[src/logic/lbus_settings.svh]
// widths, region map and bank size of the localbus configuration bridge
// include this wherever one of the macros is used

`ifndef LBUS_SETTINGS_SVH
`define LBUS_SETTINGS_SVH

// host bus widths
`define LBUS_DATA_W         32
`define LBUS_ADDR_W         32

// region field inside the host address
`define LBUS_REGION_MSB     15
`define LBUS_REGION_LSB     13
`define LBUS_REGION_CNT     6

// registers held by each region bank
`define LBUS_REG_WORDS      16

// chip-select synchroniser depth
`define LBUS_SYNC_STAGES    2

`endif

[src/logic/lbus_pkg.sv]
// shared types of the localbus configuration bridge
// imported by the dispatcher, the register banks and the top level

`include "lbus_settings.svh"

package lbus_pkg;

    // **********************************************************************
    // bus vectors
    // **********************************************************************
    typedef logic [`LBUS_DATA_W-1:0] lbus_data_t;
    typedef logic [`LBUS_ADDR_W-1:0] lbus_addr_t;

    // region number taken from the address
    typedef logic [`LBUS_REGION_MSB-`LBUS_REGION_LSB:0] lbus_region_t;

    // one bit per region, chip-selects and acknowledges
    typedef logic [`LBUS_REGION_CNT-1:0] lbus_sel_t;

    // word index inside one bank
    typedef logic [$clog2(`LBUS_REG_WORDS)-1:0] lbus_reg_idx_t;

    // **********************************************************************
    // dispatcher FSM
    // **********************************************************************
    typedef enum logic [1:0] {
        st_idle,
        st_decode,
        st_wait_ack,
        st_release
    } lbus_state_t;

endpackage

[src/logic/lbus_cfg_top.sv]
// localbus configuration path: dispatcher plus one register bank per region
// the host drives the localbus pins, everything else is internal

`timescale 1ns/100ps

`include "lbus_settings.svh"

module lbus_cfg_top
    import lbus_pkg::*;
(
    input  logic       clk,
    input  logic       rst_n,

    // host localbus
    input  logic       ctrl_cs_n,
    input  logic       ctrl_rd,
    input  lbus_addr_t ctrl_addr,
    input  lbus_data_t ctrl_wdata,
    output logic       ctrl_ack_n,
    output lbus_data_t ctrl_rdata
);

    // **********************************************************************
    // dispatcher to bank wiring
    // **********************************************************************

    lbus_sel_t     bank_cs_n;
    lbus_sel_t     bank_ack_n;
    logic          bank_rd;
    lbus_reg_idx_t bank_addr;
    lbus_data_t    bank_wdata;
    lbus_data_t    bank_rdata [`LBUS_REGION_CNT];

    lbus_dispatch u_dispatch (
        .clk        (clk),
        .rst_n      (rst_n),
        .ctrl_cs_n  (ctrl_cs_n),
        .ctrl_rd    (ctrl_rd),
        .ctrl_addr  (ctrl_addr),
        .ctrl_wdata (ctrl_wdata),
        .ctrl_ack_n (ctrl_ack_n),
        .ctrl_rdata (ctrl_rdata),
        .bank_cs_n  (bank_cs_n),
        .bank_rd    (bank_rd),
        .bank_addr  (bank_addr),
        .bank_wdata (bank_wdata),
        .bank_ack_n (bank_ack_n),
        .bank_rdata (bank_rdata)
    );

    // **********************************************************************
    // register banks
    // **********************************************************************

    // bank i serves region i
    genvar gi;
    generate
        for (gi = 0; gi < `LBUS_REGION_CNT; gi++) begin : g_bank
            lbus_reg_bank u_bank (
                .clk   (clk),
                .rst_n (rst_n),
                .cs_n  (bank_cs_n[gi]),
                .rd    (bank_rd),
                .addr  (bank_addr),
                .wdata (bank_wdata),
                .ack_n (bank_ack_n[gi]),
                .rdata (bank_rdata[gi])
            );
        end
    endgenerate

endmodule

[src/logic/lbus_dispatch.sv]
// host localbus dispatcher: synchronises chip-select, decodes the region and
// runs one access against the selected register bank

`timescale 1ns/100ps

`include "lbus_settings.svh"

module lbus_dispatch
    import lbus_pkg::*;
(
    input  logic          clk,
    input  logic          rst_n,

    // host side
    input  logic          ctrl_cs_n,
    input  logic          ctrl_rd,
    input  lbus_addr_t    ctrl_addr,
    input  lbus_data_t    ctrl_wdata,
    output logic          ctrl_ack_n,
    output lbus_data_t    ctrl_rdata,

    // bank side
    output lbus_sel_t     bank_cs_n,
    output logic          bank_rd,
    output lbus_reg_idx_t bank_addr,
    output lbus_data_t    bank_wdata,
    input  lbus_sel_t     bank_ack_n,
    input  lbus_data_t    bank_rdata [`LBUS_REGION_CNT]
);

    // **********************************************************************
    // chip-select synchroniser
    // **********************************************************************

    // host select arrives asynchronous to clk, shifted in as active high
    logic [`LBUS_SYNC_STAGES-1:0] cs_sync;
    logic                         cs_active;

    always_ff @(posedge clk or negedge rst_n) begin
        if (!rst_n) begin
            cs_sync <= '0;
        end else begin
            cs_sync <= {cs_sync[`LBUS_SYNC_STAGES-2:0], ~ctrl_cs_n};
        end
    end

    assign cs_active = cs_sync[`LBUS_SYNC_STAGES-1];

    // **********************************************************************
    // command capture
    // **********************************************************************

    lbus_state_t state;
    logic        cmd_rd;
    lbus_addr_t  cmd_addr;
    lbus_data_t  cmd_wdata;
    logic        start_cmd;

    // new command only when no bank still holds an acknowledge
    assign start_cmd = (state == st_idle) && cs_active && (&bank_ack_n);

    // host keeps these stable while its select is low
    always_ff @(posedge clk) begin
        if (start_cmd) begin
            cmd_rd    <= ctrl_rd;
            cmd_addr  <= ctrl_addr;
            cmd_wdata <= ctrl_wdata;
        end
    end

    // shared bank buses come straight from the captured command
    assign bank_rd    = cmd_rd;
    assign bank_addr  = lbus_reg_idx_t'(cmd_addr);
    assign bank_wdata = cmd_wdata;

    // **********************************************************************
    // region decode
    // **********************************************************************

    lbus_region_t region;
    lbus_sel_t    region_sel;
    logic         region_hit;
    logic         sel_ack;

    assign region = cmd_addr[`LBUS_REGION_MSB:`LBUS_REGION_LSB];

    // regions past the last bank shift out and leave an empty select
    assign region_sel = lbus_sel_t'(1) << region;
    assign region_hit = |region_sel;

    // acknowledge from the bank that is currently selected
    assign sel_ack = |(~bank_ack_n & ~bank_cs_n);

    // **********************************************************************
    // transaction FSM
    // **********************************************************************

    always_ff @(posedge clk or negedge rst_n) begin
        if (!rst_n) begin
            state      <= st_idle;
            bank_cs_n  <= '1;
            ctrl_rdata <= '0;
        end else begin
            case (state)
                st_idle: begin
                    bank_cs_n <= '1;
                    if (start_cmd) begin
                        state <= st_decode;
                    end
                end

                st_decode: begin
                    if (region_hit) begin
                        bank_cs_n <= ~region_sel;
                        state     <= st_wait_ack;
                    end else begin
                        // unmapped region completes at once with zero data
                        ctrl_rdata <= '0;
                        state      <= st_release;
                    end
                end

                st_wait_ack: begin
                    // no fixed latency assumed here, just wait for the bank
                    if (sel_ack) begin
                        bank_cs_n  <= '1;
                        ctrl_rdata <= bank_rdata[region];
                        state      <= st_release;
                    end
                end

                st_release: begin
                    // hold until the host lets go of its select
                    if (!cs_active) begin
                        state <= st_idle;
                    end
                end

                default: begin
                    bank_cs_n <= '1;
                    state     <= st_idle;
                end
            endcase
        end
    end

    // **********************************************************************
    // host acknowledge
    // **********************************************************************

    // low in st_release for as long as the synchronised select is active
    assign ctrl_ack_n = ~((state == st_release) && cs_active);

endmodule

[src/logic/lbus_reg_bank.sv]
// configuration register file standing in for one stage's registers
// answers each chip-select with a one-cycle acknowledge and a read word

`timescale 1ns/100ps

`include "lbus_settings.svh"

module lbus_reg_bank
    import lbus_pkg::*;
#(
    parameter lbus_data_t RESET_VALUE = '0
) (
    input  logic          clk,
    input  logic          rst_n,
    input  logic          cs_n,
    input  logic          rd,
    input  lbus_reg_idx_t addr,
    input  lbus_data_t    wdata,
    output logic          ack_n,
    output lbus_data_t    rdata
);

    lbus_data_t regs [`LBUS_REG_WORDS];
    logic       access;

    // select is ignored while the previous acknowledge is still low
    assign access = ~cs_n & ack_n;

    // **********************************************************************
    // register array
    // **********************************************************************

    always_ff @(posedge clk or negedge rst_n) begin
        if (!rst_n) begin
            for (int i = 0; i < `LBUS_REG_WORDS; i++) begin
                regs[i] <= RESET_VALUE;
            end
        end else if (access && !rd) begin
            regs[addr] <= wdata;
        end
    end

    // **********************************************************************
    // acknowledge and read word
    // **********************************************************************

    always_ff @(posedge clk or negedge rst_n) begin
        if (!rst_n) begin
            ack_n <= 1'b1;
        end else begin
            ack_n <= ~access;
        end
    end

    // a write returns the value just written
    always_ff @(posedge clk) begin
        if (access) begin
            if (rd) begin
                rdata <= regs[addr];
            end else begin
                rdata <= wdata;
            end
        end
    end

endmodule

[config.mk]
export PLATFORM = sky130hd
export DESIGN_NAME = lbus_cfg_top
export DESIGN_NICKNAME = d
export VERILOG_FILES = /design/src/logic/lbus_pkg.sv /design/src/logic/lbus_cfg_top.sv /design/src/logic/lbus_dispatch.sv /design/src/logic/lbus_reg_bank.sv
export VERILOG_INCLUDE_DIRS = /design/src /design/src/logic
export SDC_FILE = /design/constraint.sdc
export NUM_CORES = 2
export LEC_CHECK = 0
export BUFFER_PORTS_ARGS = -buffer_cell sky130_fd_sc_hd__buf_2
export CAP_MARGIN = 0
export CORE_MARGIN = 2
export CORE_UTILIZATION = 40
export CTS_CLUSTER_SIZE = 25
export DETAILED_ROUTE_END_ITERATION = 10
export PLACE_DENSITY = 0.61
export SLEW_MARGIN = 20
export SYNTH_ARGS = -nofsm -noshare
export SYNTH_HDL_FRONTEND = slang
export SYNTH_SLANG_ARGS = --single-unit
[constraint.sdc]
create_clock -name clk -period 11.7 [get_ports clk]
set_clock_uncertainty 0.2 [all_clocks]
set_input_delay 2.34 -clock clk [delete_from_list [all_inputs] [get_ports clk]]
set_output_delay 2.34 -clock clk [all_outputs]
set_load 0.02 [all_outputs]
==> metrics <==
run status finished, final reports clean; most frequent cells in the layout dfrtp_1, mux2_2, mux4_2; Die Width 613 um; Setup crit end kind flip-flop; startpoint types flip-flop; TritonCTS clock tree yes; Leakage 0.0786 uW; Initial Util 40.2%; EDFF count, synth ~230; Die ar. 376000 sq um; share of cells above drive strength 1 52.4%; Final min period 5340 ps; post-cts gate resize count 0; Worst-Skew Late Latency between 900 and 1000 ps; VDD IR max 125 uV; CTS max path bufs 4; RR Endpoint g_bank[5].u_bank.rdata[29]$_DFFE_PP_; Core ar. roughly 370000 sq um; IO Count 101; Layout Nets 8986; Yosys top cell area share 52.4%; max-cap violations 0; asr flop ratio synth 93.1%; PwrDens 204 nW/um^2; most common cell after layout, fill and taps aside dfrtp_1; largest net degree at the start of global routing 189; Yosys warnings 0; top_reg_cell synth dfrtp_1; CTS Root Cell clkbuf_16; Req. time, crit path 12100 ps; CP arrival 5740 ps; most area-hungry cell type in the Yosys netlist dfrtp_1; CTS H-tree depth 5; Yosys cell types 38; hold violation count in the final report 0; r2r worst-path depth 7; Worst setup endpoint g_bank[5].u_bank.rdata[29]$_DFFE_PP_; DR pass1 iterations 6; clk sinks 3352; HPWL Detailed 255000 um; Area Overhead vs Synth 11.8%; vias per cell 5.91; clk slew on worst S/H paths 60 ps; Setup WS post-layout roughly 6400 ps; Final Core Density 44.9%; top cells by area, synth dfrtp_1, mux2_2, mux4_2; RSZ-0062 raised after global routing false; Seq/Total Area, Yosys 57.4%; first-pass GRT wire length roughly 640000 um; cts bufs inserted 354; DRT iter0 DRCs 6720; Avg Inst Size Synth approximately 16 sq um; FMAX 0.187 GHz; Worst Tran Pin Value 1300 ps; number of global-route vias before repair 91000; crit-path max FO 39; Chip Height 613 um; Crit Path Category reg2reg; DP Worst Slack 6300 ps; port bufs 75; Gate Count Post-Synth 9141; final setup fails 0; Slew Limit Fails 0; CP cell instances buf_4, buf_4, buf_4, buf_4, mux4_2, o22ai_1, a221oi_1; Final period util 45.7%; CP startpoint u_dispatch.cmd_addr[0]$_DFFE_PP_; Row Count around 220; GPL Wtd Cong between 0.9 and 1; Post-DRT Antenna Nets 0; initial antenna violation count 35; gr ovfl total 0; R2R Path Start u_dispatch.cmd_addr[0]$_DFFE_PP_; Fillers around 32000; hold_buf cts 0; syn nets approximately 9000; routed wire length approximately 440000 um; reg2reg setup slack roughly 6400 ps; flops & latches, synth 3352; CP most frequent cell buf_4; CP max stage delay 800 ps; GRT Total Usage 23.6%; Netlist Area Pre-Place 148000 sq um; Rel. slew slack between 10% and 20%; drt wl/cell 31.2 um; Fin Setup TNS 0 ps; routed via count around 84000; postcts setup bufs 0; Crit-path slowest cell buf_4; Remaining DRCs 0; Hold WC Path Type reg2reg
## sequential cells by signal, indices dropped and copies added (netlist names)
signal and cells:
u_dispatch.bank_cs_n 6, u_dispatch.state 2, g_bank.u_bank.rdata 192, g_bank.u_bank.ack_n 6, u_dispatch.bank_rd 1, u_dispatch.ctrl_rdata 32, u_dispatch.cs_sync 2, g_bank.u_bank.regs 3072
u_dispatch.cmd_addr 7, u_dispatch.bank_wdata 32
## worst max-delay path: cells and delay by family, from the launching register on
kind                   cells  cell delay [ps]
buffers and inverters      4             2870
DFF                        1              760
muxes                      1              620
AOI/OAI and AO/OA          2              480
## layout make-up
type	count	area (sq um)	share of cell area (%)
Clock buffer	539	10600	6.37
Antenna cell	36	90.1	0.0543
Multi-Input combinational cell	4837	59800	36.1
Inverter	14	52.6	0.0317
Clock inverter	103	1150	0.692
Sequential cell	3352	85100	51.3
Tap cell	4950	6190	3.73
Timing Repair Buffer	354	2920	1.76
## logic make-up (layout without fill, tap and decap cells)
family                   count (synthesis)  count (layout)  synth area share, %
AO/OA/AOI/OAI                          554             554                 2.75
adder cells (fa/ha/maj)                  5               5               0.0422
buffers and inverters                  952            1010                 2.68
flip-flops                            3352            3352                 57.4
multiplexers                          4050            4050                 36.5
other                                    0              36                    0
AND/OR/NAND/NOR                        228             228                0.694
## power by group
part           total (uW)  internal (uW)  switching [uW]
clock network       11400           6720            4680
logic                7380           3260            4120
registers           15100          13900            1140
## cell usage after synthesis (16+ instances only)
cell type and number:
a22oi_1 23, nand2b_1 16, mux4_2 777, clkbuf_1 473
mux2_2 3009, nor2_2 24, mux2_1 63, buf_1 170
a22o_1 55, a221oi_1 192, a21oi_1 24, mux2i_1 201
dfrtp_1 3108, edfxtp_1 232, nand2_1 104, buf_2 281
o22ai_1 240, nor2_1 63
## through the flow
| step | instance area [sq um] | hold WS, ps | total power, uW | cells |
|---|---|---|---|---|
| CTS | 166000 | 163 | 34000 | 14100 |
| finish | 166000 | 166 | 33800 | 14200 |
| floorplan | 148000 | 131 | 19700 | 9141 |
| global placement | 154000 | 149 | 22200 | 13500 |
| global route | 166000 | 180 | 35200 | 14200 |
| detailed placement | 154000 | 145 | 22600 | 13500 |
## layer usage
metal / part of all wire [%] / global-route usage, % / vias to the layer above
met4: 4.3 / 9.41 / 12
met1: 42 / 31.5 / 46700
met2: 47 / 38.0 / 2433
li1: - / - / 34100
met3: 6.3 / 4.41 / 724
met5: 0.017 / 0 / -
## how the worst min path moves through the flow
stage | startpoint | end | depth (start not counted)
finish | u_dispatch.cs_sync[0]$_DFF_PN0_ | u_dispatch.cs_sync[1]$_DFF_PN0_ | 0
global route | u_dispatch.cs_sync[0]$_DFF_PN0_ | u_dispatch.cs_sync[1]$_DFF_PN0_ | 0
CTS | u_dispatch.cs_sync[0]$_DFF_PN0_ | u_dispatch.cs_sync[1]$_DFF_PN0_ | 0
detailed placement | u_dispatch.cs_sync[0]$_DFF_PN0_ | u_dispatch.cs_sync[1]$_DFF_PN0_ | 0
global placement | u_dispatch.cs_sync[0]$_DFF_PN0_ | u_dispatch.cs_sync[1]$_DFF_PN0_ | 0
floorplan | u_dispatch.cs_sync[0]$_DFF_PN0_ | u_dispatch.cs_sync[1]$_DFF_PN0_ | 0
No activity file was read; power rests on OpenSTA's default activity.
